## src/hw/fpdiv_settings.svh

```systemverilog
// ==========================================================================
// Format widths and fixed constants of the single-precision divide unit
// Included by the format package and by every RTL block that slices fields
// ==========================================================================

`ifndef FPDIV_SETTINGS_SVH
`define FPDIV_SETTINGS_SVH

// IEEE 754 single fields
`define FPDIV_EXP_W   8
`define FPDIV_MAN_W   23
`define FPDIV_BIAS    127

// Hidden bit, 23 fraction bits, guard bit and one normalization bit
`define FPDIV_QUOT_W  26

// Canonical quiet NaN, positive, only the top fraction bit set
`define FPDIV_QNAN    32'h7fc0_0000

`endif

```

## src/hw/fp_format_pkg.sv

```systemverilog
// ==========================================================================
// Types describing the IEEE 754 single format and the unpacked operand
// Shared by the classifier, the mantissa divider and the rounding stage
// ==========================================================================

`include "fpdiv_settings.svh"

package fp_format_pkg;

  // Raw operand or result word
  typedef logic [`FPDIV_EXP_W+`FPDIV_MAN_W:0] float_t;

  // Fields of the stored word
  typedef logic [`FPDIV_EXP_W-1:0] exp_t;
  typedef logic [`FPDIV_MAN_W-1:0] frac_t;

  // Significand with hidden bit
  typedef logic [`FPDIV_MAN_W:0] sig_t;

  // Raw quotient out of the divider
  typedef logic [`FPDIV_QUOT_W-1:0] quot_t;

  // Two extra bits, room for both overflow and underflow
  typedef logic signed [`FPDIV_EXP_W+1:0] exp_wide_t;

  // Subnormals are flushed and land in cls_zero
  typedef enum logic [2:0] {
    cls_zero,
    cls_normal,
    cls_inf,
    cls_qnan,
    cls_snan
  } fp_class_e;

  typedef struct packed {
    logic      sign;
    exp_t      exp;
    sig_t      sig;
    fp_class_e cls;
  } fp_unpacked_t;

endpackage

```

## src/hw/fpdiv_ctrl_pkg.sv

```systemverilog
// ==========================================================================
// Control types of the divide unit
// Rounding mode, exception flags and the operation state machine
// ==========================================================================

package fpdiv_ctrl_pkg;

  // RISC-V frm encodings, 5 to 7 round like rtz
  typedef enum logic [2:0] {
    rne = 3'd0,
    rtz = 3'd1,
    rdn = 3'd2,
    rup = 3'd3,
    rmm = 3'd4
  } round_mode_e;

  // Same bit order as fflags, nv on top
  typedef struct packed {
    logic nv;
    logic dz;
    logic of;
    logic uf;
    logic nx;
  } fp_flags_t;

  typedef enum logic [2:0] {
    idle,
    classify,
    divide,
    round,
    finish
  } div_state_e;

endpackage

```

## src/hw/fp_classify.sv

```systemverilog
// ==========================================================================
// Combinational unpack and classify of one single-precision operand
// One instance per operand, output captured by the top level
// ==========================================================================

`include "fpdiv_settings.svh"

module fp_classify (
  input  fp_format_pkg::float_t       operand,
  output fp_format_pkg::fp_unpacked_t unpacked
);

  fp_format_pkg::exp_t  exp_field;
  fp_format_pkg::frac_t frac_field;
  logic                 exp_ones;
  logic                 exp_zero;

  // Field extraction
  assign exp_field  = operand[`FPDIV_EXP_W+`FPDIV_MAN_W-1:`FPDIV_MAN_W];
  assign frac_field = operand[`FPDIV_MAN_W-1:0];
  assign exp_ones   = &exp_field;
  assign exp_zero   = ~|exp_field;

  always_comb begin
    unpacked.sign = operand[`FPDIV_EXP_W+`FPDIV_MAN_W];
    unpacked.exp  = exp_field;
    // Hidden bit only for normals, flushed values carry no significand
    unpacked.sig  = exp_zero ? '0 : {1'b1, frac_field};

    if (exp_ones) begin
      // Top fraction bit splits quiet from signalling
      if (frac_field == '0) begin
        unpacked.cls = fp_format_pkg::cls_inf;
      end else if (frac_field[`FPDIV_MAN_W-1]) begin
        unpacked.cls = fp_format_pkg::cls_qnan;
      end else begin
        unpacked.cls = fp_format_pkg::cls_snan;
      end
    end else if (exp_zero) begin
      // Zero and subnormal alike
      unpacked.cls = fp_format_pkg::cls_zero;
    end else begin
      unpacked.cls = fp_format_pkg::cls_normal;
    end
  end

endmodule

```

## src/hw/mant_divider.sv

```systemverilog
// ==========================================================================
// Iterative radix-2 restoring divider of two 24-bit significands
// div_start loads and runs the first step, div_done follows 26 cycles later
// Quotient and sticky hold until the next div_start
// ==========================================================================

`include "fpdiv_settings.svh"

module mant_divider (
  input  logic                 clk,
  input  logic                 reset_n,
  input  logic                 div_start,
  input  fp_format_pkg::sig_t  dividend,
  input  fp_format_pkg::sig_t  divisor,
  output logic                 div_done,
  output fp_format_pkg::quot_t quotient,
  output logic                 sticky
);

  localparam int cnt_w = $clog2(`FPDIV_QUOT_W);

  // One bit above the significand, holds the shifted remainder
  typedef logic [`FPDIV_MAN_W+1:0] rem_t;

  logic [cnt_w-1:0]    count;
  rem_t                rem_q;
  fp_format_pkg::sig_t divisor_q;

  rem_t                cur_rem;
  rem_t                diff;
  rem_t                next_rem;
  fp_format_pkg::sig_t cur_div;
  logic                q_bit;
  logic                last_step;

  // ==========================================================================
  // One restoring step
  // ==========================================================================

  // First step works straight on the inputs
  assign cur_rem   = div_start ? rem_t'(dividend) : rem_q;
  assign cur_div   = div_start ? divisor : divisor_q;
  assign diff      = cur_rem - rem_t'(cur_div);
  assign q_bit     = (cur_rem >= rem_t'(cur_div));
  // Restore when the trial subtraction went negative
  assign next_rem  = q_bit ? diff : cur_rem;
  assign last_step = (count == cnt_w'(1));

  // Step counter and done pulse
  always_ff @(posedge clk or negedge reset_n) begin
    if (!reset_n) begin
      count    <= '0;
      div_done <= 1'b0;
    end else if (div_start) begin
      count    <= cnt_w'(`FPDIV_QUOT_W - 1);
      div_done <= 1'b0;
    end else if (count != '0) begin
      count    <= count - cnt_w'(1);
      div_done <= last_step;
    end else begin
      div_done <= 1'b0;
    end
  end

  // Remainder and quotient shift
  always_ff @(posedge clk) begin
    if (div_start) begin
      divisor_q <= divisor;
      rem_q     <= next_rem << 1;
      quotient  <= fp_format_pkg::quot_t'(q_bit);
    end else if (count != '0) begin
      rem_q    <= next_rem << 1;
      quotient <= {quotient[`FPDIV_QUOT_W-2:0], q_bit};
      // Leftover remainder marks the quotient as inexact
      if (last_step) begin
        sticky <= (next_rem != '0);
      end
    end
  end

  // A new operand pair must not cut into a running division
  a_no_restart: assert property (
    @(posedge clk) disable iff (!reset_n) div_start |-> (count == '0)
  );

endmodule

```

## src/hw/fp_round_pack.sv

```systemverilog
// ==========================================================================
// Normalize, round and pack the raw quotient into a single result
// Takes one cycle from rp_start to rp_done, flushes underflow to zero
// ==========================================================================

`include "fpdiv_settings.svh"

module fp_round_pack (
  input  logic                        clk,
  input  logic                        reset_n,
  input  logic                        rp_start,
  input  logic                        sign,
  input  fp_format_pkg::exp_wide_t    exp_in,
  input  fp_format_pkg::quot_t        quotient,
  input  logic                        sticky_in,
  input  fpdiv_ctrl_pkg::round_mode_e rounding_mode,
  output logic                        rp_done,
  output fp_format_pkg::float_t       result,
  output fpdiv_ctrl_pkg::fp_flags_t   flags
);

  logic                      guard;
  logic                      sticky_all;
  logic                      inexact;
  logic                      round_up;
  logic                      carry;
  fp_format_pkg::sig_t       kept;
  logic [`FPDIV_MAN_W+1:0]   rounded;
  fp_format_pkg::exp_wide_t  exp_adj;
  fp_format_pkg::exp_wide_t  exp_final;
  fp_format_pkg::float_t     result_c;
  fpdiv_ctrl_pkg::fp_flags_t flags_c;

  // Normalize
  always_comb begin
    if (quotient[`FPDIV_QUOT_W-1]) begin
      // Quotient in [1,2), no shift
      kept       = quotient[`FPDIV_QUOT_W-1:2];
      guard      = quotient[1];
      sticky_all = quotient[0] | sticky_in;
      exp_adj    = exp_in;
    end else begin
      // Quotient in (0.5,1), one place left
      kept       = quotient[`FPDIV_QUOT_W-2:1];
      guard      = quotient[0];
      sticky_all = sticky_in;
      exp_adj    = exp_in - fp_format_pkg::exp_wide_t'(1);
    end
  end

  // Round
  always_comb begin
    inexact = guard | sticky_all;
    case (rounding_mode)
      fpdiv_ctrl_pkg::rne: round_up = guard & (sticky_all | kept[0]);
      fpdiv_ctrl_pkg::rdn: round_up = sign & inexact;
      fpdiv_ctrl_pkg::rup: round_up = ~sign & inexact;
      fpdiv_ctrl_pkg::rmm: round_up = guard;
      // rtz and the reserved encodings truncate
      default:             round_up = 1'b0;
    endcase
    rounded   = {1'b0, kept} + (`FPDIV_MAN_W+2)'(round_up);
    // All ones rounded up becomes 1.0 of the next binade
    carry     = rounded[`FPDIV_MAN_W+1];
    exp_final = carry ? exp_adj + fp_format_pkg::exp_wide_t'(1) : exp_adj;
  end

  // Pack with range checks
  always_comb begin
    flags_c = '0;
    if (exp_adj < fp_format_pkg::exp_wide_t'(1)) begin
      // Below the normal range, flushed to signed zero
      result_c   = {sign, {(`FPDIV_EXP_W+`FPDIV_MAN_W){1'b0}}};
      flags_c.uf = 1'b1;
      flags_c.nx = 1'b1;
    end else if (exp_final >= fp_format_pkg::exp_wide_t'((1 << `FPDIV_EXP_W) - 1)) begin
      // Signed infinity whatever the mode
      result_c   = {sign, {`FPDIV_EXP_W{1'b1}}, {`FPDIV_MAN_W{1'b0}}};
      flags_c.of = 1'b1;
      flags_c.nx = 1'b1;
    end else begin
      result_c   = {sign, exp_final[`FPDIV_EXP_W-1:0], rounded[`FPDIV_MAN_W-1:0]};
      flags_c.nx = inexact;
    end
  end

  always_ff @(posedge clk or negedge reset_n) begin
    if (!reset_n) begin
      rp_done <= 1'b0;
    end else begin
      rp_done <= rp_start;
    end
  end

  // Held until the next rp_start
  always_ff @(posedge clk) begin
    if (rp_start) begin
      result <= result_c;
      flags  <= flags_c;
    end
  end

endmodule

```

## src/hw/fp_divider.sv

```systemverilog
// ==========================================================================
// Single-precision floating-point divide unit for FDIV.S
// start in idle loads the operands, done pulses once with result and flags
// Special cases finish 3 cycles after acceptance, divisions 31 cycles after
// ==========================================================================

`include "fpdiv_settings.svh"

module fp_divider (
  input  logic                        clk,
  input  logic                        reset_n,
  input  logic                        start,
  input  fpdiv_ctrl_pkg::round_mode_e rounding_mode,
  input  fp_format_pkg::float_t       operand_a,
  input  fp_format_pkg::float_t       operand_b,
  output logic                        busy,
  output logic                        done,
  output fp_format_pkg::float_t       result,
  output fpdiv_ctrl_pkg::fp_flags_t   flags
);

  fpdiv_ctrl_pkg::div_state_e  state;
  fpdiv_ctrl_pkg::round_mode_e rm_q;
  fp_format_pkg::float_t       op_a_q;
  fp_format_pkg::float_t       op_b_q;
  fp_format_pkg::fp_unpacked_t ua_c;
  fp_format_pkg::fp_unpacked_t ub_c;
  fp_format_pkg::fp_unpacked_t ua_q;
  fp_format_pkg::fp_unpacked_t ub_q;
  logic                        cls_valid;

  logic                        res_sign;
  fp_format_pkg::exp_wide_t    exp_diff;
  logic                        special;
  fp_format_pkg::float_t       spec_result;
  fpdiv_ctrl_pkg::fp_flags_t   spec_flags;

  logic                        div_start;
  logic                        div_done;
  fp_format_pkg::quot_t        quotient;
  logic                        quot_sticky;
  logic                        rp_start;
  logic                        rp_done;
  fp_format_pkg::float_t       rp_result;
  fpdiv_ctrl_pkg::fp_flags_t   rp_flags;
  fp_format_pkg::float_t       res_pend;
  fpdiv_ctrl_pkg::fp_flags_t   flg_pend;

  // ==========================================================================
  // Datapath blocks
  // ==========================================================================

  fp_classify cls_a_i (.operand(op_a_q), .unpacked(ua_c));
  fp_classify cls_b_i (.operand(op_b_q), .unpacked(ub_c));

  mant_divider div_i (
    .clk      (clk),
    .reset_n  (reset_n),
    .div_start(div_start),
    .dividend (ua_q.sig),
    .divisor  (ub_q.sig),
    .div_done (div_done),
    .quotient (quotient),
    .sticky   (quot_sticky)
  );

  fp_round_pack rp_i (
    .clk          (clk),
    .reset_n      (reset_n),
    .rp_start     (rp_start),
    .sign         (res_sign),
    .exp_in       (exp_diff),
    .quotient     (quotient),
    .sticky_in    (quot_sticky),
    .rounding_mode(rm_q),
    .rp_done      (rp_done),
    .result       (rp_result),
    .flags        (rp_flags)
  );

  assign res_sign = ua_q.sign ^ ub_q.sign;
  // Biased exponent of the quotient before normalization
  assign exp_diff = fp_format_pkg::exp_wide_t'({2'b00, ua_q.exp})
                  - fp_format_pkg::exp_wide_t'({2'b00, ub_q.exp})
                  + fp_format_pkg::exp_wide_t'(`FPDIV_BIAS);

  // Special-case table, NaNs first
  always_comb begin
    special     = 1'b1;
    spec_flags  = '0;
    spec_result = {res_sign, {`FPDIV_EXP_W{1'b1}}, {`FPDIV_MAN_W{1'b0}}};
    if (ua_q.cls == fp_format_pkg::cls_snan || ub_q.cls == fp_format_pkg::cls_snan) begin
      spec_result   = `FPDIV_QNAN;
      spec_flags.nv = 1'b1;
    end else if (ua_q.cls == fp_format_pkg::cls_qnan ||
                 ub_q.cls == fp_format_pkg::cls_qnan) begin
      spec_result = `FPDIV_QNAN;
    end else if (ua_q.cls == ub_q.cls && (ua_q.cls == fp_format_pkg::cls_zero ||
                                          ua_q.cls == fp_format_pkg::cls_inf)) begin
      // 0/0 and inf/inf
      spec_result   = `FPDIV_QNAN;
      spec_flags.nv = 1'b1;
    end else if (ua_q.cls == fp_format_pkg::cls_inf) begin
      spec_result = {res_sign, {`FPDIV_EXP_W{1'b1}}, {`FPDIV_MAN_W{1'b0}}};
    end else if (ub_q.cls == fp_format_pkg::cls_inf ||
                 ua_q.cls == fp_format_pkg::cls_zero) begin
      spec_result = {res_sign, {(`FPDIV_EXP_W+`FPDIV_MAN_W){1'b0}}};
    end else if (ub_q.cls == fp_format_pkg::cls_zero) begin
      spec_flags.dz = 1'b1;
    end else begin
      special = 1'b0;
    end
  end

  // ==========================================================================
  // Operation FSM
  // ==========================================================================

  // Second classify cycle launches the divider when nothing special applies
  assign div_start = (state == fpdiv_ctrl_pkg::classify) && cls_valid && !special;
  assign busy      = (state != fpdiv_ctrl_pkg::idle);

  always_ff @(posedge clk or negedge reset_n) begin
    if (!reset_n) begin
      state     <= fpdiv_ctrl_pkg::idle;
      cls_valid <= 1'b0;
      rp_start  <= 1'b0;
      done      <= 1'b0;
      result    <= '0;
      flags     <= '0;
    end else begin
      done     <= 1'b0;
      rp_start <= 1'b0;
      case (state)
        fpdiv_ctrl_pkg::idle: begin
          if (start) begin
            state <= fpdiv_ctrl_pkg::classify;
          end
        end
        fpdiv_ctrl_pkg::classify: begin
          // First cycle captures the classes, second one decides
          cls_valid <= !cls_valid;
          if (cls_valid) begin
            state <= special ? fpdiv_ctrl_pkg::finish : fpdiv_ctrl_pkg::divide;
          end
        end
        fpdiv_ctrl_pkg::divide: begin
          if (div_done) begin
            rp_start <= 1'b1;
            state    <= fpdiv_ctrl_pkg::round;
          end
        end
        fpdiv_ctrl_pkg::round: begin
          if (rp_done) begin
            state <= fpdiv_ctrl_pkg::finish;
          end
        end
        default: begin
          result <= res_pend;
          flags  <= flg_pend;
          done   <= 1'b1;
          state  <= fpdiv_ctrl_pkg::idle;
        end
      endcase
    end
  end

  // Operand, class and pending result capture
  always_ff @(posedge clk) begin
    if (state == fpdiv_ctrl_pkg::idle && start) begin
      op_a_q <= operand_a;
      op_b_q <= operand_b;
      rm_q   <= rounding_mode;
    end
    if (state == fpdiv_ctrl_pkg::classify && !cls_valid) begin
      ua_q <= ua_c;
      ub_q <= ub_c;
    end
    if (state == fpdiv_ctrl_pkg::classify && cls_valid && special) begin
      res_pend <= spec_result;
      flg_pend <= spec_flags;
    end else if (state == fpdiv_ctrl_pkg::round && rp_done) begin
      res_pend <= rp_result;
      flg_pend <= rp_flags;
    end
  end

  a_done_not_busy: assert property (
    @(posedge clk) disable iff (!reset_n) !(done && busy)
  );

  a_done_single: assert property (
    @(posedge clk) disable iff (!reset_n) done |=> !done
  );

endmodule

```

## config.mk

```make
export PLATFORM = sky130hd
export DESIGN_NAME = fp_divider
export DESIGN_NICKNAME = d
export VERILOG_FILES = /design/src/hw/fp_format_pkg.sv /design/src/hw/fpdiv_ctrl_pkg.sv /design/src/hw/fp_classify.sv /design/src/hw/mant_divider.sv /design/src/hw/fp_round_pack.sv /design/src/hw/fp_divider.sv
export VERILOG_INCLUDE_DIRS = /design/src /design/src/hw
export SDC_FILE = /design/constraint.sdc
export NUM_CORES = 1
export LEC_CHECK = 0
export BUFFER_PORTS_ARGS = -buffer_cell sky130_fd_sc_hd__buf_2
export CAP_MARGIN = 25
export CORE_UTILIZATION = 30
export DETAILED_ROUTE_END_ITERATION = 8
export PLACE_DENSITY = 0.53
export SYNTH_ARGS = -nofsm -noshare
export SYNTH_HDL_FRONTEND = slang
export SYNTH_SLANG_ARGS = --single-unit
```

## constraint.sdc

```tcl
create_clock -name clk -period 9.7 [get_ports clk]
set_input_delay 1.455 -clock clk [delete_from_list [all_inputs] [get_ports clk]]
set_output_delay 1.455 -clock clk [all_outputs]
set_load 0.03 [all_outputs]
```

======== After elaboration in Yosys (flattened, before gate mapping) ========
Cells that the tools add are included.
word-level totals
  bits in read-only memories .............. 0
  word-level logic and storage cells ...... 173
  output and inout port bits .............. 39
  latch bits .............................. 0
  bits in writable memories ............... 0
  register bits after elaboration ......... 336
  memories kept ........................... 0
cells by class
  add/subtract/negate cells ............... 7
  divide/modulo/power cells ............... 0
  equality and inequality tests ........... 18
  reductions and logical operators ........ 32
  multiply operators ...................... 0
  muxes and demuxes ....................... 61
  shifts and indexed selects .............. 0
  $lt $le $gt $ge ......................... 3
  bitwise gates (word level) .............. 9
operator list
  kind                     count
  $mux W32                 5
  $mux W25                 4
  $mux W24                 4
  $mux W31                 3
  $logic_not A23 Y1        2
  $mux W3                  11
  $add A24 B1 Y25          1
  $ge A25 B24 Y1           1
  $mux W1                  25
  $reduce_bool A25 Y1      1
  $sub A25 B24 Y25         1
  $eq A3 B2 Y1 const B     8
  $mux W10                 2
  $mux W5                  4
  $reduce_and A8 Y1        2
  $reduce_or A8 Y1         2
  $logic_not A3 Y1         4
  $pmux W3 S4              1
  $add A10 B2 Y10 const B  1
  $add A9 B8 Y10 const B   1
  $ge A10 B9 Y1 const B    1
  $lt A10 B2 Y1 const B    1
  $sub A10 B2 Y10 const B  1
  $eq A3 B3 Y1 const B     3
  23 further kinds         41

======== Longest topological paths before layout ========
Gate-level depths: netlist (run 1).
  depth after elaboration ................. 14
  mapped depth ............................ 23

======== Hierarchy ========
From an unflattened synthesis (run 1), not the netlist that was laid out.
second synthesis, totals
  cell total of the unflattened synthesis .. 1392
  area, all modules ....................... 16632.2 um2
modules (own cells, without submodules)
  module         area each (um2)  times used  cells each
  fp_divider     8023.9           1           446
  mant_divider   4819.6           1           519
  fp_round_pack  3105.5           1           321
  fp_classify    341.6            2           53

======== Worst setup path before layout (run 1) ========
No wires, ideal clock.
  kind .................................... register to register
  start point ............................. register state[2]
  end point ............................... register div_i.sticky (data pin)
  buffers on the path ..................... 7
  stages on the path, launching flop included .. 21
  slack ................................... 3928 ps
  library setup time ...................... 271 ps
  period minus slack after synthesis ...... 5772 ps
  data arrival time ....................... 5501 ps
  cell sequence ........................... dfrtp_1 clkbuf_1 nor3b_1 nand2_1 nor3_1 buf_2 buf_2 buf_2 buf_4 mux2i_1 ha_1 clkbuf_1 nand4_1 o31a_1 o22ai_1 a211o_1 clkbuf_1 mux2_2 or2_2 nor4_1 nand4b_1
between the ends
  cells in the longest elaborated chain, start to end .. 7
  elaborated cells on any way between the ends .. 9
RTL lines
  what                                                RTL line                                source
  start: declaration                                  fp_divider.sv:22                        fpdiv_ctrl_pkg::div_state_e state;
  start signal: assignment                            fp_divider.sv:125                       state <= fpdiv_ctrl_pkg::idle;
  start signal: assignment                            fp_divider.sv:137                       state <= fpdiv_ctrl_pkg::classify;
  start signal: assignment                            fp_divider.sv:144                       state <= special ? fpdiv_ctrl_pkg::finish : fpdiv_ctrl_pkg::divide;
  $eq A3 B1 Y1 (*)                                    fp_divider.sv:120                       assign div_start = (state == fpdiv_ctrl_pkg::classify) && cls_valid && !special;
  $logic_and A1 B1 Y1 (*) (2 in series)               fp_divider.sv:120
  $mux W25 or $mux W24 (tied branches)                mant_divider.sv:41, mant_divider.sv:42
  $sub A25 B24 Y25 or $ge A25 B24 Y1 (tied branches)  mant_divider.sv:43, mant_divider.sv:44
  $mux W25 (*)                                        mant_divider.sv:46                      assign next_rem = q_bit ? diff : cur_rem;
  named net div_i.next_rem[11]                        mant_divider.sv:31                      rem_t next_rem;
  $reduce_bool A25 Y1 (*)                             mant_divider.sv:76                      sticky <= (next_rem != '0);
  end signal: assignment                              mant_divider.sv:76
  end: declaration                                    mant_divider.sv:17                      output logic sticky
Mark *: on every way through the listed nets, which the timed path passes. The rest lies on a longest branch.
A chain may end at the register's enable or synchronous reset.

======== Worst setup path in the final report (run 1) ========
  start point ............................. register state[1]
  end point ............................... register div_i.sticky (data pin)
The elaborated chain is that of the path after synthesis.

==> impl_metrics.toml, run 1 <==
[status]
status = "completed"

[worst_setup_path]
cp-start-kind = "flip-flop"
critPathKind = "flip-flop to flip-flop"
crit_path_cell_trace = "nor3b_1, nand2_1, nor3_2, buf_4, buf_4, mux2i_1, ha_1, nand4_1, o31a_1, o22ai_1, a211o_1, buf_4, mux2_2, or2_2, nor4_1, nand4b_1"
rr_endpoint = "div_i.sticky"
required_ns = 10.00
crit_start = "state[1]"
cp_max_fo = 47
crit_family = "simple AND/OR/NAND/NOR gates"
crit_buf_inv = 3
cp.depth = 16
r2r_cells = 16
crit_path_end_kind = "flip-flop"
crit_top_cell = "buf_4"
cp.arrival_ns = 6.19
slowest_stage = "buf_4"
rr_startpoint = "state[1]"
rrSetupSlack_ns = 3.81
cp-endpoint = "div_i.sticky"
critPathMaxStageDelay_ns = 0.60

[cells_and_area]
post-route-util = 0.3539
fillers = 5131
fin_cells = 2215
multi_input_area_um2 = 6211
n_antenna_cell = 0
fin_nets = 1611
design_area_um2 = 18640
area_growth_pct = 16.22
final_layout_size_suffix_gt1_frac = 0.1709
seqCellArea_um2 = 9320

[timing]
slew_violations = 0
finalClockSkew_ns = 0.02680
relSlewSlack = 0.3785
setup_viol_count_final = 0
hold_slack_ns = 0.3832
rsz0062_at_grt = "false"
tns_ns = 0
period_share = 0.6072
fmax_mhz = 169.8
hold_viol = 0
period_minus_slack_ns = 5.890
worst_slack_ns = 3.810
tightest_slew_ns = 0.9303

[yosys]
synth_top_area_share = 0.4382
yosys-top-cells-area = "edfxtp_1 (44%), dfrtp_1 (7.8%), dfxtp_1 (6.5%)"
yosysWarnings = 0
synthDistinctLibCells = 81
dominantRegCellSynth = "edfxtp_1"
synthesis.area_um2 = 16040
synth_edf_count = 234
synth_top_cell_by_area = "edfxtp_1"
syn_nets = 1513
ys_ff_latch = 336
syn-instance-count = 1400
yosysSeqAreaShare = 0.5811
synth_async_sr_flop_share = 0.1488
avgSynthCellArea_um2 = 11.45
synth_most_common_cell = "edfxtp_1"
ys_top_cells_by_count = "edfxtp_1 (234), nand2_1 (176), a21oi_1 (90)"

[die]
start_util = 0.3045
io-pin-count = 109
rows = 84
chipHeight_um = 233.2
dieArea_um2 = 54380
design.core.area_um2 = 52660
die_x_um = 233.2

[clocking]
clock_path_buffers = 3
post_cts_buffers = 0
clock_sink_count = 336
cts_tree = "yes"
postCtsHoldBufs = 0
clkTransAtPathRegs_ns = 0.06
h-tree-depth = 2
cts_resized = 0
cts_root_buf = "clkbuf_16"
worst_skew_pair.late_latency_ns = 0.56
cts_buffers = 38

[grt]
antenna_found_initial = 0
track_usage = 0.1297
grt_max_degree = 64
grt_pass1_vias = 10433
grt_pass1_wl_um = 55550
gr-total-overflow = 0

[detailed_routing]
avgViaCountPerCell = 4.774
drt-total-wl_um = 35170
drtAntennaViolNets = 0
drtIter0Drc = 547
dr.pass1.iters = 5
drc = 0
avgRoutedWirePerCell_um = 15.88
num_vias = 10575

[place]
place_congestion = 0.8349
post-place-ws_ns = 3.842
portBuffers = 108
hpwl_um = 25290
dp.cells = 2146
placed_area_um2 = 17340

[power_and_ir_drop]
leakagePower_nw = 7.087
ir_worst_vdd_mv = 0.1684
p_per_area_nw_per_um2 = 398.5
p_total_mw = 7.427

[run]
maxCapViolCount = 0

[worst_hold_path]
hold_path.class = "flip-flop to flip-flop"
## final cells by class
| class | count | area share |
|---|---|---|
| clock buffers | 48 | 0.05411 |
| clock inverters | 21 | 0.01531 |
| inverters | 68 | 0.01370 |
| multi-input cells | 929 | 0.3333 |
| flip-flops and latches | 336 | 0.5001 |
| well taps | 688 | 0.04619 |
| repair buffers | 125 | 0.03733 |
## power by group
part           leakage (nW)  switching [mW]  total [mW]  internal (mW)
clock                 0.630           0.586        1.49          0.903
sequential             3.22           0.249        2.39           2.14
combinational          3.24            2.19        3.55           1.36
total                  7.09            3.03        7.43           4.40
## worst min path at each step
stage,cells past startpoint,to,from
after CTS,0,rp_i.rp_done,rp_start
final,0,rp_i.rp_done,rp_start
after detailed placement,0,rp_i.rp_done,rp_start
after global routing,0,rp_i.rp_done,rp_start
after floorplan,0,ua_q[35],op_a_q[31]
after global placement,0,rp_i.rp_done,rp_start
## cell families after synthesis
logic type | after synthesis | share of synthesized area
AOI/OAI and AO/OA | 240 | 0.09910
buffers and inverters | 135 | 0.03347
muxes | 105 | 0.06913
DFF | 336 | 0.5811
and+or+nand+nor | 489 | 0.1538
xor gates and xnor gates | 52 | 0.02887
adders and majority gates | 43 | 0.03449
## metal layers
layer	share of wire	vias up	GRT usage
met5	0	-	0
met4	0.027	0	0.04657
met3	0.039	62	0.02319
met2	0.49	200	0.2220
met1	0.45	5032	0.1627
li1	-	5281	-
## worst reg2reg max path, cell delays in order, from the launching register on
cell	delay, ns
dfrtp_1	0.44
nor3b_1	0.47
nand2_1	0.21
nor3_2	0.14
buf_4	0.44
buf_4	0.60
mux2i_1	0.23
ha_1	0.47
nand4_1	0.15
o31a_1	0.39
o22ai_1	0.42
a211o_1	0.20
buf_4	0.34
mux2_2	0.42
or2_2	0.29
nor4_1	0.31
nand4b_1	0.13
## registers in the layout, indices dropped and copies added (netlist names), 3 cells and up
register         cells
div_i.rem_q         24
div_i.quotient      26
rp_i.flags           3
op_b_q              32
rm_q                 3
res_pend            32
result              32
op_a_q              32
ua_q                36
ub_q                36
div_i.divisor_q     24
state                3
rp_i.result         32
div_i.count          5
flg_pend             5
flags                5
## cells in the final DEF, fill, tap and decap left out, types with 46 or more instances in the layout
cell / n
dfrtp_1: 50
inv_1: 67
nor2_1: 74
nand2_1: 176
mux2_2: 46
edfxtp_1: 234
dfxtp_1: 51
and2_1: 73
buf_2: 108
a21oi_1: 90
mux2i_1: 59
Note: power is estimated with default switching activity, not from simulation.
==> run 2: changes to the inputs <==
Settings changed: ABC_AREA set to 1.
Clock period 9.7 ns to 5.79 ns, I/O delays scaled along.
==> run 2 against run 1 <==
Compared with the run above:
- cell count rose by 14%
- maximum frequency rose by 17%
- critical path depth rose by 10
- first-iteration DRC count rose by 17%
- sequential share of layout area fell by 0.91 points
- global-route usage rose by 0.13 points
- synthesized cell count rose by 20%
- non-clock buffer count fell by 4
- core utilization fell by 0.12 points
- via count rose by 5.3%
- design area rose by 1.8%
- worst hold slack improved by 0.033 ns
- highest routed layer unchanged
==> impl_metrics.toml, run 2 <==
[status]
status = "completed"

[timing]
period_share = 0.8658
hold_viol = 0
worst_slack_ns = 0.7773
tightest_slew_ns = 0.8790
slew_violations = 0
tns_ns = 0
relSlewSlack = 0.4140
period_minus_slack_ns = 5.013
finalClockSkew_ns = 0.02510
fmax_mhz = 199.5
rsz0062_at_grt = "false"
setup_viol_count_final = 0

[clocking]
worst_skew_pair.late_latency_ns = 0.57
cts_resized = 0
h-tree-depth = 2
clkTransAtPathRegs_ns = 0.06
postCtsHoldBufs = 0
post_cts_buffers = 0
cts_tree = "yes"
clock_sink_count = 336
clock_path_buffers = 3
cts_buffers = 40
cts_root_buf = "clkbuf_16"

[worst_setup_path]
cp_max_fo = 36
cp-start-kind = "flip-flop"
slowest_stage = "o21ai_0"
critPathMaxStageDelay_ns = 0.48
crit_path_end_kind = "flip-flop"
crit_top_cell = "nand2_1"
critPathKind = "flip-flop to flip-flop"
required_ns = 6.11
cp.arrival_ns = 5.33

[grt]
grt_max_degree = 79
antenna_found_initial = 0
track_usage = 0.1311
grt_pass1_wl_um = 57860
grt_pass1_vias = 10780
gr-total-overflow = 0

[die]
rows = 85
io-pin-count = 109
chipHeight_um = 235.3
die_x_um = 235.3
start_util = 0.3035
design.core.area_um2 = 53810
dieArea_um2 = 55380

[detailed_routing]
drt-total-wl_um = 35850
dr.pass1.iters = 5
avgRoutedWirePerCell_um = 14.15
drc = 0
drtAntennaViolNets = 0
num_vias = 11137
drtIter0Drc = 638
avgViaCountPerCell = 4.397

[yosys]
ys_ff_latch = 336
syn-instance-count = 1684
avgSynthCellArea_um2 = 9.698
yosysSeqAreaShare = 0.5706
synth_most_common_cell = "nand2_1"
synth_top_cell_by_area = "edfxtp_1"
synthDistinctLibCells = 60
ys_top_cells_by_count = "nand2_1 (370), inv_1 (261), edfxtp_1 (234)"
dominantRegCellSynth = "edfxtp_1"
syn_nets = 1797
synth_edf_count = 234
synthesis.area_um2 = 16330
synth_async_sr_flop_share = 0.1488
synth_top_area_share = 0.4302
yosys-top-cells-area = "edfxtp_1 (43%), nand2_1 (8.5%), dfrtp_1 (7.7%)"
yosysWarnings = 0

[place]
place_congestion = 0.8588
placed_area_um2 = 17640
post-place-ws_ns = 0.7498
portBuffers = 108
hpwl_um = 26390

[cells_and_area]
design_area_um2 = 18980
fillers = 5443
n_antenna_cell = 0
final_layout_size_suffix_gt1_frac = 0.1726
layout_commonest_cell = "nand2_1"
reg_top3 = "ua_q (36), ub_q (36)"
fin_nets = 1918
area_growth_pct = 16.22
layout_common_cells = "nand2_1 (370), inv_1 (261), edfxtp_1 (234)"
post-route-util = 0.3527

[worst_hold_path]
hold_path.class = "input port to asynchronous set/reset pin"

[run]
maxCapViolCount = 0
==> run 2: changes by cell type in the layout (fill, tap and decap cells not counted), sizes merged, moves of 15 or more <==
cell | before | now
o21ai | 38 | 117
a21oi | 90 | 42
inv | 69 | 269
nor2 | 76 | 172
nand2 | 177 | 384
nand3 | 28 | 60
or2 | 4 | 31
a21o | 19 | 4
nand2b | 17 | 0
mux2i | 59 | 1
and2 | 74 | 1
==> run 2: final timing paths <==
check / start / endpoint / slack, ns / depth (start not counted)
min reg2reg: op_a_q[31] / ua_q[35] / 0.42 / 0
min in group clk: op_a_q[31] / ua_q[35] / 0.42 / 0
min: reset_n / result[14] / 0.42 / 2
max reg2reg: state[0] / div_i.sticky / 0.78 / 26
max: state[0] / div_i.sticky / 0.78 / 26
max in group asynchronous: reset_n / cls_valid / 4.90 / 2
==> run 2: area by class of cell <==
class / instances / area (µm²) / area share
well taps: 696 / 870.8 / 0.04588
multi-input cells: 1037 / 5794 / 0.3053
clock buffers: 54 / 1114 / 0.05867
inverters: 269 / 1010 / 0.05320
clock inverters: 20 / 222.7 / 0.01173
repair buffers: 121 / 650.6 / 0.03428
flip-flops and latches: 336 / 9319 / 0.4910
==> run 2: cell families after synthesis <==
family          after synthesis  share of synthesized area
simple gates                719                     0.2019
flops                       336                     0.5706
buf+inv                     311                    0.07600
compound gates              184                    0.06259
xor+xnor                     53                    0.02888
fa+ha+maj                    43                    0.03386
mux                          38                    0.02612
==> run 2: metal layers <==
metal  global-route usage  vias to the layer above  wire [µm]
met2               0.2039                      225      15820
met5                    0                        -          0
met1               0.1836                     5089      17580
li1                     -                     5770          -
met4              0.04120                        0        797
met3              0.02521                       53       1656
==> run 2: through the flow <==
step           std cells  hold slack [ns]
5_1_grt             2533           0.4278
3_3_place_gp        2459           0.4065
3_5_place_dp        2459           0.4045
2_1_floorplan       1684           0.4003
6_report            2533           0.4161
4_1_cts             2533           0.4179
==> run 2: worst max-delay path, delay by kind of cell, from the launching register on <==
| kind | cells | cell delay [ns] |
|---|---|---|
| adders and majority gates | 2 | 0.59 |
| AOI/OAI and AO/OA | 4 | 1.17 |
| and+or+nand+nor | 16 | 1.81 |
| DFF | 1 | 0.34 |
| buffers and inverters | 4 | 0.81 |
Power of run 2 is not shown: default switching activity piles up to over one toggle a cycle in this logic, so the estimate is an artifact.
